**src/include/aa_bridge_defines.svh**
```systemverilog
`ifndef AA_BRIDGE_DEFINES_SVH
`define AA_BRIDGE_DEFINES_SVH

// --------------------------------------------------
// bus widths
// --------------------------------------------------
`define AA_DATA_W      32
`define AA_STRB_W      4
`define AA_LS_ADDR_W   15
// address field carried in stream beat 1, strobe sits above it
`define AA_FWD_ADDR_W  28

// mailbox of eight words, indexed by address bits 4..2
`define AA_MBOX_DEPTH  8
`define AA_MBOX_IDX_W  3

// local window on ls address bits 14..12, page on bits 11..8
`define AA_LS_WIN      3'b010
`define AA_WIN_REG     4'h1
`define AA_WIN_MBOX    4'h0

// stream address page on bits 27..8
`define AA_SS_REG_PAGE  20'h00021
`define AA_SS_MBOX_PAGE 20'h00020

`endif
```
**src/aa_pkg.sv**
```systemverilog
`include "aa_bridge_defines.svh"

package aa_pkg;

  // --------------------------------------------------
  // plain vector types
  // --------------------------------------------------
  typedef logic [`AA_DATA_W-1:0]     data_t;
  typedef logic [`AA_STRB_W-1:0]     strb_t;
  typedef logic [`AA_LS_ADDR_W-1:0]  ls_addr_t;
  typedef logic [`AA_MBOX_IDX_W-1:0] mbox_idx_t;

  // stream cycle type carried on tuser
  typedef enum logic [1:0] {
    PLAIN    = 2'b00,
    WRITE    = 2'b01,
    READ_REQ = 2'b10,
    READ_CPL = 2'b11
  } tuser_e;

  // ls transaction fsm
  typedef enum logic [3:0] {
    IDLE, DECODE, WR_DONE, RD_DONE, MBOX_DONE, SM_WR1, SM_WR2, SM_RREQ, WAIT_CPL
  } ls_state_e;

  // ss write sequencer
  typedef enum logic [1:0] {RX_IDLE, RX_DATA, RX_COMMIT} rx_state_e;

  // sm beat selector codes
  localparam logic [1:0] BEAT_IDLE = 2'd0;
  localparam logic [1:0] BEAT_WR1  = 2'd1;
  localparam logic [1:0] BEAT_WR2  = 2'd2;
  localparam logic [1:0] BEAT_RREQ = 2'd3;

  // latched ls request
  typedef struct packed {
    logic     wr;
    ls_addr_t addr;
    data_t    wdata;
    strb_t    wstrb;
  } ls_req_t;

  // one register file write port
  typedef struct packed {
    logic      en;
    logic      is_reg;
    mbox_idx_t idx;
    logic      sel_status;
    data_t     wdata;
    strb_t     wstrb;
  } rf_wr_t;

endpackage

```
**src/aa_bridge_top.sv**
```systemverilog
`include "aa_bridge_defines.svh"

module aa_bridge_top (
  input  logic                     axis_clk,
  input  logic                     axis_rst_n,
  // --------------------------------------------------
  // axi-lite slave
  // --------------------------------------------------
  input  logic                     s_awvalid,
  input  logic [`AA_LS_ADDR_W-1:0] s_awaddr,
  output logic                     s_awready,
  input  logic                     s_wvalid,
  input  logic [`AA_DATA_W-1:0]    s_wdata,
  input  logic [`AA_STRB_W-1:0]    s_wstrb,
  output logic                     s_wready,
  input  logic                     s_arvalid,
  input  logic [`AA_LS_ADDR_W-1:0] s_araddr,
  output logic                     s_arready,
  output logic [`AA_DATA_W-1:0]    s_rdata,
  output logic                     s_rvalid,
  input  logic                     s_rready,
  // stream master
  output logic [`AA_DATA_W-1:0]    aa_as_tdata,
  output logic [`AA_STRB_W-1:0]    aa_as_tstrb,
  output aa_pkg::tuser_e           aa_as_tuser,
  output logic                     aa_as_tvalid,
  input  logic                     as_aa_tready,
  // stream slave
  input  logic [`AA_DATA_W-1:0]    as_aa_tdata,
  input  aa_pkg::tuser_e           as_aa_tuser,
  input  logic                     as_aa_tvalid,
  output logic                     aa_as_tready,
  // misc
  input  logic                     cc_aa_enable,
  output logic                     mb_irq
);

  aa_pkg::ls_req_t req;
  aa_pkg::rf_wr_t  ss_wr;
  aa_pkg::data_t   cpl_data;
  logic            is_local_reg;
  logic            is_local_mbox;
  logic            capture_en;
  logic            ls_wr_commit;
  logic            rd_wait;
  logic            ss_busy;
  logic            cpl_valid;
  logic [1:0]      beat;

  aa_ctrl u_ctrl (.*);

  aa_ls_capture u_ls_capture (.*);

  // read mux picks local data for either window page
  aa_regfile u_regfile (.*, .is_local(is_local_reg | is_local_mbox));

  aa_ss_rx u_ss_rx (.*);

  aa_sm_tx u_sm_tx (.*);

endmodule

```
**src/aa_sm_tx.sv**
```systemverilog
`include "aa_bridge_defines.svh"

module aa_sm_tx (
  input  aa_pkg::ls_req_t req,
  input  logic [1:0]      beat,
  output aa_pkg::data_t   aa_as_tdata,
  output aa_pkg::strb_t   aa_as_tstrb,
  output aa_pkg::tuser_e  aa_as_tuser
);

  logic [`AA_FWD_ADDR_W-1:0] fwd_addr;

  // ls address widened to the stream address field
  assign fwd_addr = {{(`AA_FWD_ADDR_W-`AA_LS_ADDR_W){1'b0}}, req.addr};

  // --------------------------------------------------
  // beat build
  // --------------------------------------------------
  always_comb begin
    case (beat)
      aa_pkg::BEAT_WR1: begin
        aa_as_tdata = {req.wstrb, fwd_addr};
        aa_as_tuser = aa_pkg::WRITE;
      end
      aa_pkg::BEAT_WR2: begin
        aa_as_tdata = req.wdata;
        aa_as_tuser = aa_pkg::WRITE;
      end
      // read request has no strobe nibble
      aa_pkg::BEAT_RREQ: begin
        aa_as_tdata = {{`AA_STRB_W{1'b0}}, fwd_addr};
        aa_as_tuser = aa_pkg::READ_REQ;
      end
      default: begin
        aa_as_tdata = '0;
        aa_as_tuser = aa_pkg::PLAIN;
      end
    endcase
  end

  assign aa_as_tstrb = (beat == aa_pkg::BEAT_RREQ) ? '1 : req.wstrb;

endmodule

```
**src/aa_ss_rx.sv**
```systemverilog
`include "aa_bridge_defines.svh"

module aa_ss_rx (
  input  logic           axis_clk,
  input  logic           axis_rst_n,
  input  aa_pkg::data_t  as_aa_tdata,
  input  aa_pkg::tuser_e as_aa_tuser,
  input  logic           as_aa_tvalid,
  input  logic           rd_wait,
  output logic           aa_as_tready,
  output logic           ss_busy,
  output aa_pkg::rf_wr_t ss_wr,
  output logic           cpl_valid,
  output aa_pkg::data_t  cpl_data
);

  aa_pkg::rx_state_e state;
  aa_pkg::mbox_idx_t r_idx;
  aa_pkg::strb_t     r_wstrb;
  aa_pkg::data_t     r_wdata;
  logic              r_hit_reg;
  logic              r_hit_mbox;
  logic              r_sel_status;
  logic              wr_start;

  // --------------------------------------------------
  // beat sequencing
  // --------------------------------------------------
  assign wr_start  = (state == aa_pkg::RX_IDLE) & as_aa_tvalid &
                     (as_aa_tuser == aa_pkg::WRITE);
  // completion only counts while a read is outstanding
  assign cpl_valid = (state == aa_pkg::RX_IDLE) & as_aa_tvalid & rd_wait &
                     (as_aa_tuser == aa_pkg::READ_CPL);

  // paused for the commit cycle only
  assign aa_as_tready = (state != aa_pkg::RX_COMMIT);
  // an arriving write blocks ctrl too
  assign ss_busy      = (state != aa_pkg::RX_IDLE) | wr_start;

  always_ff @(posedge axis_clk or negedge axis_rst_n) begin
    if (!axis_rst_n) begin
      state <= aa_pkg::RX_IDLE;
    end else begin
      case (state)
        aa_pkg::RX_IDLE:   if (wr_start) state <= aa_pkg::RX_DATA;
        aa_pkg::RX_DATA:   if (as_aa_tvalid) state <= aa_pkg::RX_COMMIT;
        default:           state <= aa_pkg::RX_IDLE;
      endcase
    end
  end

  // --------------------------------------------------
  // address, data and completion latches
  // --------------------------------------------------
  // beat 1 is {strobe, page, offset}
  always_ff @(posedge axis_clk) begin
    if (wr_start) begin
      r_wstrb      <= as_aa_tdata[31:28];
      r_hit_reg    <= (as_aa_tdata[`AA_FWD_ADDR_W-1:8] == `AA_SS_REG_PAGE);
      r_hit_mbox   <= (as_aa_tdata[`AA_FWD_ADDR_W-1:8] == `AA_SS_MBOX_PAGE);
      r_idx        <= as_aa_tdata[2 +: `AA_MBOX_IDX_W];
      r_sel_status <= as_aa_tdata[2];
    end
    if ((state == aa_pkg::RX_DATA) && as_aa_tvalid) r_wdata <= as_aa_tdata;
    if (cpl_valid) cpl_data <= as_aa_tdata;
  end

  // writes outside the bridge pages are dropped here
  assign ss_wr.en         = (state == aa_pkg::RX_COMMIT) & (r_hit_reg | r_hit_mbox);
  assign ss_wr.is_reg     = r_hit_reg;
  assign ss_wr.idx        = r_idx;
  assign ss_wr.sel_status = r_sel_status;
  assign ss_wr.wdata      = r_wdata;
  assign ss_wr.wstrb      = r_wstrb;

endmodule

```
**src/aa_regfile.sv**
```systemverilog
`include "aa_bridge_defines.svh"

module aa_regfile (
  input  logic            axis_clk,
  input  logic            axis_rst_n,
  input  aa_pkg::ls_req_t req,
  input  logic            ls_wr_commit,
  input  aa_pkg::rf_wr_t  ss_wr,
  input  aa_pkg::data_t   cpl_data,
  input  logic            is_local,
  output aa_pkg::data_t   s_rdata,
  output logic            mb_irq
);

  aa_pkg::rf_wr_t ls_wr;
  aa_pkg::rf_wr_t wr_sel;
  aa_pkg::data_t  mbox [`AA_MBOX_DEPTH];
  aa_pkg::data_t  mbox_wdata;
  aa_pkg::data_t  local_rdata;
  logic           intr_enable;
  logic           intr_status;

  // --------------------------------------------------
  // write ports
  // --------------------------------------------------
  // ls port only writes when the latched address is local
  assign ls_wr.en         = ls_wr_commit & is_local;
  assign ls_wr.is_reg     = (req.addr[11:8] == `AA_WIN_REG);
  assign ls_wr.idx        = req.addr[2 +: `AA_MBOX_IDX_W];
  assign ls_wr.sel_status = req.addr[2];
  assign ls_wr.wdata      = req.wdata;
  assign ls_wr.wstrb      = req.wstrb;

  // local side has priority
  assign wr_sel = ls_wr.en ? ls_wr : ss_wr;

  // byte merge into the addressed mailbox word
  always_comb begin
    mbox_wdata = mbox[wr_sel.idx];
    for (int b = 0; b < `AA_STRB_W; b++) begin
      if (wr_sel.wstrb[b]) mbox_wdata[8*b +: 8] = wr_sel.wdata[8*b +: 8];
    end
  end

  always_ff @(posedge axis_clk) begin
    if (wr_sel.en && !wr_sel.is_reg) mbox[wr_sel.idx] <= mbox_wdata;
  end

  // --------------------------------------------------
  // interrupt registers
  // --------------------------------------------------
  always_ff @(posedge axis_clk or negedge axis_rst_n) begin
    if (!axis_rst_n) begin
      intr_enable <= 1'b0;
      intr_status <= 1'b0;
    end else begin
      // enable at offset 0, writable from either side
      if (wr_sel.en && wr_sel.is_reg && !wr_sel.sel_status && wr_sel.wstrb[0])
        intr_enable <= wr_sel.wdata[0];
      // status at offset 4, write one to clear from local side
      if (ls_wr.en && ls_wr.is_reg && ls_wr.sel_status && ls_wr.wstrb[0] && ls_wr.wdata[0])
        intr_status <= 1'b0;
      // any strobed remote mailbox write raises it
      else if (ss_wr.en && !ss_wr.is_reg && (|ss_wr.wstrb))
        intr_status <= 1'b1;
    end
  end

  assign mb_irq = intr_status & intr_enable;

  // --------------------------------------------------
  // read mux
  // --------------------------------------------------
  assign local_rdata = ls_wr.is_reg ? {{(`AA_DATA_W-1){1'b0}},
                                       (req.addr[2] ? intr_status : intr_enable)}
                                    : mbox[req.addr[2 +: `AA_MBOX_IDX_W]];

  // completion data for forwarded reads
  assign s_rdata = is_local ? local_rdata : cpl_data;

  // ls and ss transactions are kept apart by ctrl and ss_rx
  a_one_writer: assert property (@(posedge axis_clk) disable iff (!axis_rst_n)
    !(ls_wr.en && ss_wr.en));

endmodule

```
**src/aa_ctrl.sv**
```systemverilog
module aa_ctrl (
  input  logic            axis_clk,
  input  logic            axis_rst_n,
  input  logic            cc_aa_enable,
  input  logic            s_awvalid,
  input  logic            s_wvalid,
  input  logic            s_arvalid,
  input  logic            s_rready,
  input  logic            as_aa_tready,
  input  logic            is_local_reg,
  input  logic            is_local_mbox,
  input  aa_pkg::ls_req_t req,
  input  logic            ss_busy,
  input  logic            cpl_valid,
  output logic            capture_en,
  output logic            ls_wr_commit,
  output logic            rd_wait,
  output logic            s_awready,
  output logic            s_wready,
  output logic            s_arready,
  output logic            s_rvalid,
  output logic            aa_as_tvalid,
  output logic [1:0]      beat
);

  aa_pkg::ls_state_e state;
  aa_pkg::ls_state_e state_nxt;
  logic              start;

  // --------------------------------------------------
  // request qualification
  // --------------------------------------------------
  // write needs both aw and w, a read only starts without a pending aw
  // remote write in flight holds off a new local transaction
  assign start = cc_aa_enable & ~ss_busy &
                 ((s_awvalid & s_wvalid) | (s_arvalid & ~s_awvalid));

  // capture on the accepting edge
  assign capture_en = (state == aa_pkg::IDLE) & start;

  // --------------------------------------------------
  // state machine
  // --------------------------------------------------
  always_ff @(posedge axis_clk or negedge axis_rst_n) begin
    if (!axis_rst_n) begin
      state <= aa_pkg::IDLE;
    end else begin
      state <= state_nxt;
    end
  end

  always_comb begin
    state_nxt = state;
    case (state)
      aa_pkg::IDLE:
        if (start) state_nxt = aa_pkg::DECODE;
      // request is latched, route by window
      aa_pkg::DECODE:
        if (req.wr) begin
          if (is_local_reg)       state_nxt = aa_pkg::WR_DONE;
          else if (is_local_mbox) state_nxt = aa_pkg::MBOX_DONE;
          else                    state_nxt = aa_pkg::SM_WR1;
        end else begin
          if (is_local_reg || is_local_mbox) state_nxt = aa_pkg::RD_DONE;
          else                               state_nxt = aa_pkg::SM_RREQ;
        end
      aa_pkg::WR_DONE:
        state_nxt = aa_pkg::IDLE;
      // local mailbox write completes, then mirrors out
      aa_pkg::MBOX_DONE:
        state_nxt = aa_pkg::SM_WR1;
      aa_pkg::SM_WR1:
        if (as_aa_tready) state_nxt = aa_pkg::SM_WR2;
      // mirrored write was already answered on ls
      aa_pkg::SM_WR2:
        if (as_aa_tready) state_nxt = is_local_mbox ? aa_pkg::IDLE : aa_pkg::WR_DONE;
      aa_pkg::SM_RREQ:
        if (as_aa_tready) state_nxt = aa_pkg::WAIT_CPL;
      aa_pkg::WAIT_CPL:
        if (cpl_valid) state_nxt = aa_pkg::RD_DONE;
      // rvalid holds until the master takes it
      aa_pkg::RD_DONE:
        if (s_rready) state_nxt = aa_pkg::IDLE;
      default:
        state_nxt = aa_pkg::IDLE;
    endcase
  end

  // --------------------------------------------------
  // ls handshake
  // --------------------------------------------------
  assign s_awready    = (state == aa_pkg::WR_DONE) | (state == aa_pkg::MBOX_DONE);
  assign s_wready     = s_awready;
  // regfile ignores the commit for forwarded writes
  assign ls_wr_commit = s_awready;
  // read address taken once it is latched
  assign s_arready    = (state == aa_pkg::DECODE) & ~req.wr;
  assign s_rvalid     = (state == aa_pkg::RD_DONE);
  assign rd_wait      = (state == aa_pkg::WAIT_CPL);

  // --------------------------------------------------
  // sm beat select
  // --------------------------------------------------
  always_comb begin
    case (state)
      aa_pkg::SM_WR1:  beat = aa_pkg::BEAT_WR1;
      aa_pkg::SM_WR2:  beat = aa_pkg::BEAT_WR2;
      aa_pkg::SM_RREQ: beat = aa_pkg::BEAT_RREQ;
      default:         beat = aa_pkg::BEAT_IDLE;
    endcase
  end

  assign aa_as_tvalid = (beat != aa_pkg::BEAT_IDLE);

  // offered beat stays up and unchanged until the switch takes it
  a_sm_hold: assert property (@(posedge axis_clk) disable iff (!axis_rst_n)
    aa_as_tvalid && !as_aa_tready |=> aa_as_tvalid && $stable(beat));

endmodule

```
**src/aa_ls_capture.sv**
```systemverilog
`include "aa_bridge_defines.svh"

module aa_ls_capture (
  input  logic             axis_clk,
  input  logic             capture_en,
  input  logic             s_awvalid,
  input  aa_pkg::ls_addr_t s_awaddr,
  input  aa_pkg::ls_addr_t s_araddr,
  input  aa_pkg::data_t    s_wdata,
  input  aa_pkg::strb_t    s_wstrb,
  output aa_pkg::ls_req_t  req,
  output logic             is_local_reg,
  output logic             is_local_mbox
);

  // --------------------------------------------------
  // request latch
  // --------------------------------------------------
  // write wins when aw is up, else the read address
  always_ff @(posedge axis_clk) begin
    if (capture_en) begin
      req.wr    <= s_awvalid;
      req.addr  <= s_awvalid ? s_awaddr : s_araddr;
      req.wdata <= s_wdata;
      req.wstrb <= s_wstrb;
    end
  end

  // local window decode from the held address
  assign is_local_reg  = (req.addr[14:12] == `AA_LS_WIN) &&
                         (req.addr[11:8] == `AA_WIN_REG);
  assign is_local_mbox = (req.addr[14:12] == `AA_LS_WIN) &&
                         (req.addr[11:8] == `AA_WIN_MBOX);

endmodule

```
**config.mk**
```make
export PLATFORM = sky130hd
export DESIGN_NAME = aa_bridge_top
export DESIGN_NICKNAME = d
export VERILOG_FILES = /design/src/aa_pkg.sv /design/src/aa_bridge_top.sv /design/src/aa_sm_tx.sv /design/src/aa_ss_rx.sv /design/src/aa_regfile.sv /design/src/aa_ctrl.sv /design/src/aa_ls_capture.sv
export VERILOG_INCLUDE_DIRS = /design/src /design/src/include
export SDC_FILE = /design/constraint.sdc
export NUM_CORES = 1
export LEC_CHECK = 0
export BUFFER_PORTS_ARGS = -buffer_cell sky130_fd_sc_hd__buf_2
export CAP_MARGIN = 20
export CORE_ASPECT_RATIO = 0.75
export CORE_UTILIZATION = 58
export DETAILED_ROUTE_END_ITERATION = 7
export GPL_TIMING_DRIVEN = 0
export PLACE_DENSITY = 0.83
export SLEW_MARGIN = 20
export SYNTH_ARGS = -nofsm -noshare
export SYNTH_HDL_FRONTEND = slang
export SYNTH_SLANG_ARGS = --single-unit
```
**constraint.sdc**
```tcl
create_clock -name axis_clk -period 3.9 [get_ports axis_clk]
set_input_delay 0 -clock axis_clk [delete_from_list [all_inputs] [get_ports axis_clk]]
set_output_delay 0 -clock axis_clk [all_outputs]
set_load 0.05 [all_outputs]
```
==> Word level (Yosys, flattened, before mapping) <==
Memory sizes are Yosys's and may differ from the RTL's. A register that Yosys moved wholly into a read port is not among the register bits.
Cells that the tools add are included.
{ "word_totals": {"reg_bits": 134, "ram_bits": 256, "input_bits": 109, "output_inout_bits": 77, "memories": 1} }
{ "op_classes": {"eq_ne": 32, "mux": 33, "bitwise": 21, "reduce_logical": 31} }
{ "mem_list": {"columns": ["memory", "words", "width", "rd", "rd_ports_with_merged_regs", "write_ports", "line", "source"], "rows": [
  ["u_regfile.mbox", 8, 32, 1, 1, 1, "aa_regfile.sv:17", "aa_pkg::data_t mbox [`AA_MBOX_DEPTH];"]
]} }
{ "op_table": {"columns": ["cell", "n"], "rows": [
  ["$pmux W32 S3", 1],
  ["$mux W32", 2],
  ["$mux W42", 1],
  ["$eq A20 B6 Y1 const B", 2],
  ["$mux W4", 9],
  ["$mux W8", 4],
  ["$pmux W4 S8", 1],
  ["$eq A4 B3 Y1 const B", 4],
  ["$mux W15", 1],
  ["$and A1 B1 Y1", 13],
  ["$logic_and A1 B1 Y1", 13],
  ["$ne A2 B2 Y1 const B", 6],
  ["$reduce_and A2 Y1", 5],
  ["$eq A2 B2 Y1 const B", 4],
  ["$eq A4 B1 Y1 const B", 2],
  ["$eq A4 B2 Y1 const B", 2],
  ["$logic_not A4 Y1", 2],
  ["$pmux W2 S2", 2],
  ["$eq A2 B1 Y1 const B", 3],
  ["$mux W1", 6],
  ["$mux W2", 3],
  ["$mux W3", 2],
  ["$ne A2 B1 Y1 const B", 3],
  ["$pmux W2 S3", 1],
  ["other kinds (12)", 25]
]} }

==> Longest topological paths before layout <==
{ "logic_depth": {"depth_word": 10, "depth_mapped": 9, "mapped_depth_nobuf": 6} }

==> Modules after synthesis <==
A second synthesis with hierarchy kept.
{ "unflattened": {"hier_cells": 1120, "area_unflattened_um2": 16479.6} }
{ "modules_own_cells": {"columns": ["mod", "n_inst", "cells_each", "area_per_inst_um2", "seq_area_each_um2"], "rows": [
  ["aa_regfile", 1, 807, 11238.3, 7737.4],
  ["aa_ss_rx", 1, 100, 2428.6, 2242.2],
  ["aa_ls_capture", 1, 73, 1826.8, 1561.5],
  ["aa_sm_tx", 1, 84, 515.5, 0.0],
  ["aa_ctrl", 1, 55, 464.2, 100.1],
  ["aa_bridge_top", 1, 1, 6.3, 0.0]
]} }

==> Worst setup path before layout <==
Ideal clock, no wire load.
{ "synth_path": {"path_kind": "register to register", "startpoint": "register u_ctrl.state[3]", "endpoint": "register u_ss_rx.cpl_data[0], enable pin", "setup_ns": 0.461, "arrival_time_ns": 3.036, "slack_ns": 0.403, "path_stages_with_launch": 5, "path_buffers": 1, "period_less_slack_ns": 3.497, "cell_sequence": "dfrtp_1 clkbuf_1 nor2b_1 nand2_1 nor3_1"} }
{ "synth_via": {"elab_chain_len": 3} }
{ "synth_rtl": {"columns": ["element", "line", "source"], "rows": [
  ["start, declared", "aa_ctrl.sv:26", "aa_pkg::ls_state_e state;"],
  ["start signal, assigned", "aa_ctrl.sv:46", "state <= aa_pkg::IDLE;"],
  ["start signal, assigned", "aa_ctrl.sv:48", "state <= state_nxt;"],
  ["$eq A4 B4 Y1", "aa_ctrl.sv:99", "assign rd_wait = (state == aa_pkg::WAIT_CPL);"],
  ["$and A1 B1 Y1 (2 in series)", "aa_ss_rx.sv:32", "assign cpl_valid = (state == aa_pkg::RX_IDLE) & as_aa_tvalid & rd_wait &"],
  ["named net cpl_valid", "aa_bridge_top.sv:47", "logic cpl_valid;"],
  ["end signal, assigned", "aa_ss_rx.sv:65", "if (cpl_valid) cpl_data <= as_aa_tdata;"],
  ["end, declared", "aa_ss_rx.sv:14", "output aa_pkg::data_t cpl_data"]
]} }
The timed path passes the listed nets, and every way through them passes these cells.
A chain may end at the register's enable or synchronous reset.

==> Worst setup path after layout <==
{ "layout_path": {"startpoint": "register u_ctrl.state[3]", "endpoint": "output aa_as_tdata[0]"} }
{ "layout_via": {"elab_chain_len": 4, "word_cells_on_any_way": 8} }
{ "layout_rtl": {"columns": ["element", "line", "source"], "rows": [
  ["$eq A4 B3 Y1", "aa_ctrl.sv:105", "case (state)"],
  ["$pmux W2 S3 *", "aa_ctrl.sv:105", null],
  ["$eq A2 B2 Y1 / $eq A2 B1 Y1 (equally long branches)", "aa_sm_tx.sv:20", "case (beat)"],
  ["$pmux W32 S3 *", "aa_sm_tx.sv:20", null],
  ["end, declared", "aa_bridge_top.sv:23", "output logic [`AA_DATA_W-1:0] aa_as_tdata,"]
]} }
Every way passes the cells marked *; elsewhere a longest branch is shown, timed or not.

==> flow_summary.json <==
{
  "pre_cts_ws_ns": 0.626,
  "synthArstFlopShare_pct": 2.04,
  "antenna_left": 0,
  "worstSetupEndpoint": "aa_as_tdata[0]",
  "reg2reg_to": "u_regfile.mbox[3][6]",
  "drc": 7,
  "drive_gt1_share_pct": 31.9,
  "wl_per_cell_um": 26.9,
  "vias_per_cell": 6.28,
  "final_nets": 1316,
  "overflow": 0,
  "drtIter0Drc": 1199,
  "tritoncts": "built",
  "synth_edf_count": 381,
  "r2r_cells": 5,
  "grt_max_degree": 38,
  "clk_transition_reported_paths_ns": 0.06,
  "crit_type": "flip-flop to output pin",
  "cp_data_required_time_ns": 3.90,
  "crit_path_start": "u_ctrl.state[3]",
  "h-tree-depth": 2,
  "ys_ff_latch": 392,
  "die_y_um": 146,
  "max_freq_mhz": 271,
  "final-hold-violation-count": 0,
  "fin_ws_ns": 0.208,
  "cap_viol_max_count": 0,
  "vias": 9933,
  "die_x_um": 193,
  "slew_headroom_pct": 32.4,
  "setup_viol": 0,
  "cts_buffers": 38,
  "power_leakage_uw": 0.00701,
  "synth_cells": 862,
  "io_pins": 186,
  "hold_class": "primary input to flip-flop",
  "min_period_over_period_pct": 94.7,
  "crit_path_end_kind": "output pin",
  "grt_pass1_vias": 10200,
  "largestRegisters": "u_regfile.mbox x256, u_ls_capture.req x52",
  "cp_common_cell": "clkbuf_1",
  "post-place-cells": 1407,
  "path_max_fanout": 10,
  "insertion_delay_ns": 0.54,
  "root_buffer": "clkbuf_16",
  "drv_slew": 0,
  "yosysSeqAreaShare_pct": 73.4,
  "rsz0062_at_grt": "no",
  "slowest_stage": "nor2b_1",
  "portBuffers": 185,
  "hpwl_um": 26100,
  "ys_types": 57,
  "area_delta_synth_final_pct": 23.4,
  "rrSetupSlack_ns": 1.09,
  "cp.arrival_ns": 3.69,
  "clock-sinks": 392,
  "fill_cells": 1487,
  "worst_pin_slew_ns": 1.01,
  "power_density_nw_per_um2": 511,
  "num_antenna_cells": 0,
  "cpPeakStageDelay_ns": 0.54,
  "antenna_found_initial": 0,
  "rows": 52,
  "netlist_area_um2": 15900,
  "grt_pass1_wl_um": 62500,
  "coreArea_um2": 27000,
  "violations": "DRC",
  "largest_reg_flops": 256,
  "dr.pass1.iters": 8,
  "synthFlopType": "edfxtp_1",
  "timing.rr.start": "u_ls_capture.req[48]",
  "crit_chain": "clkbuf_1 -> nand3b_1 -> inv_1 -> ha_1 -> clkbuf_1 -> nor2b_1 -> clkbuf_2 -> a22o_1 -> buf_2",
  "cts_buffer_depth": 3,
  "vdd_drop_max_uv": 518,
  "die-area_um2": 28200,
  "grtUsageTotal_pct": 30.4,
  "multi_input_area_um2": 3970,
  "top_register": "u_regfile.mbox",
  "floorplan.initialDensity_pct": 59.0,
  "fin_util_pct": 72.9,
  "yosysWarningCount": 0,
  "min_period_ns": 3.69,
  "synth_fp_nets": 976,
  "skew_ns": 0.0187,
  "avgSynthCellArea_um2": 18.5,
  "seq_area_um2": 11700,
  "totalWireLength_um": 42500,
  "place_congestion": 0.842,
  "stdcell_count": 1581,
  "status": "finished, violations left",
  "crit_path_start_kind": "flip-flop"
}
## worst min-delay path by stage
stage                         startpoint         endpoint  slack (ns)  cells after the start
final                     as_aa_tuser[0]  u_ctrl.state[3]        0.07                      4
after global routing      as_aa_tuser[0]  u_ctrl.state[3]        0.11                      4
after CTS                 as_aa_tuser[0]  u_ctrl.state[3]        0.03                      4
after detailed placement      axis_rst_n  u_ctrl.state[0]       -0.14                      1
after global placement        axis_rst_n  u_ctrl.state[0]       -0.14                      1
after floorplan               axis_rst_n  u_ctrl.state[0]       -0.30                      0
## kinds of logic after synthesis
group / Yosys count / synth area share [%]
AOI/OAI and AO/OA: 76 / 3.03
adders and majority gates: 5 / 0.393
muxes: 161 / 15.9
DFF: 392 / 73.4
buffers and inverters: 54 / 1.71
and+or+nand+nor: 173 / 5.47
xor gates and xnor gates: 1 / 0.0550
## Yosys cell counts, drive strengths merged, types with 3 or more instances
library cell | instances | area [µm²]
o21ai | 39 | 195
nor3 | 5 | 36.3
nand3b | 7 | 52.6
dfxtp | 3 | 60.1
a21oi | 7 | 35.0
buf | 27 | 170
a22oi | 4 | 30.0
and2 | 17 | 106
a22o | 12 | 105
mux4 | 64 | 1440
nand3 | 6 | 30.0
mux2 | 60 | 687
clkbuf | 19 | 72.6
nor2b | 10 | 62.6
nor2 | 49 | 184
edfxtp | 381 | 11400
nor4 | 6 | 37.5
nand2b | 3 | 18.8
inv | 8 | 30.0
nor3b | 4 | 35.0
mux2i | 37 | 408
ha | 5 | 62.6
or2 | 4 | 25.0
dfrtp | 8 | 200
nand2 | 51 | 191
## final cells by class
type | count | area share (%)
clock buffers | 50 | 5.44
inverters | 8 | 0.165
well taps | 351 | 2.23
clock inverters | 18 | 0.693
flip-flops and latches | 392 | 59.5
plain buffers | 46 | 1.25
repair buffers | 300 | 10.5
multi-input cells | 416 | 20.2
## report_power, final
group          switching (µW)  internal, µW
registers                66.6          4710
logic                    1070           575
clock network            1570          2070
## critical path: cells and delay by family (launching register included)
family / cells / cell delay, ns
buf+inv: 5 / 1.47
simple gates: 2 / 0.85
compound gates: 1 / 0.23
flops: 1 / 0.42
fa+ha+maj: 1 / 0.17
## layer usage
metal,up-vias,global-route usage (%),share of wire [%]
met2,810,48.6,47
met5,-,0,0
li1,4116,-,-
met1,4895,41.1,37
met4,0,11.4,3.4
met3,112,7.69,13
## placed cells by master, fill, tap and decap left out, types with 4 or more instances in the layout
cell             n
nand2_1         51
mux2i_1         34
clkbuf_1        24
dfrtp_1          8
buf_6            6
edfxtp_1       381
buf_1           10
and2_1          17
nor2b_1         10
dlygate4sd3_1  106
a22oi_1          4
buf_4           15
nand3_1          6
mux2_1          11
buf_2          189
a21oi_1          7
clkbuf_16       41
nor2_1          49
a22o_1          12
clkinv_1        10
mux2_2          46
or2_2            4
o21ai_0         39
nand3b_1         7
ha_1             5
inv_1            7
mux4_2          64
nor4_1           6
## stage by stage
stage | total power [µW] | setup TNS (ns) | area (µm²) | hold slack, ns
after detailed placement | 6350 | 0 | 17400 | -0.135
after global routing | 10300 | 0 | 19700 | 0.105
after floorplan | 5920 | 0 | 15900 | -0.296
after global placement | 6310 | -121.22 | 17300 | -0.144
final | 10000 | 0 | 19700 | 0.0693
after CTS | 9970 | 0 | 19700 | 0.0316
## what timing repair did
action,in CTS,in global routing
setup endpoints to repair,0,20
hold buffers,106,0
resized for setup,0,4
endpoints found under the hold margin,147,0
setup buffers,0,0
Power figures use the tool's default switching activity.
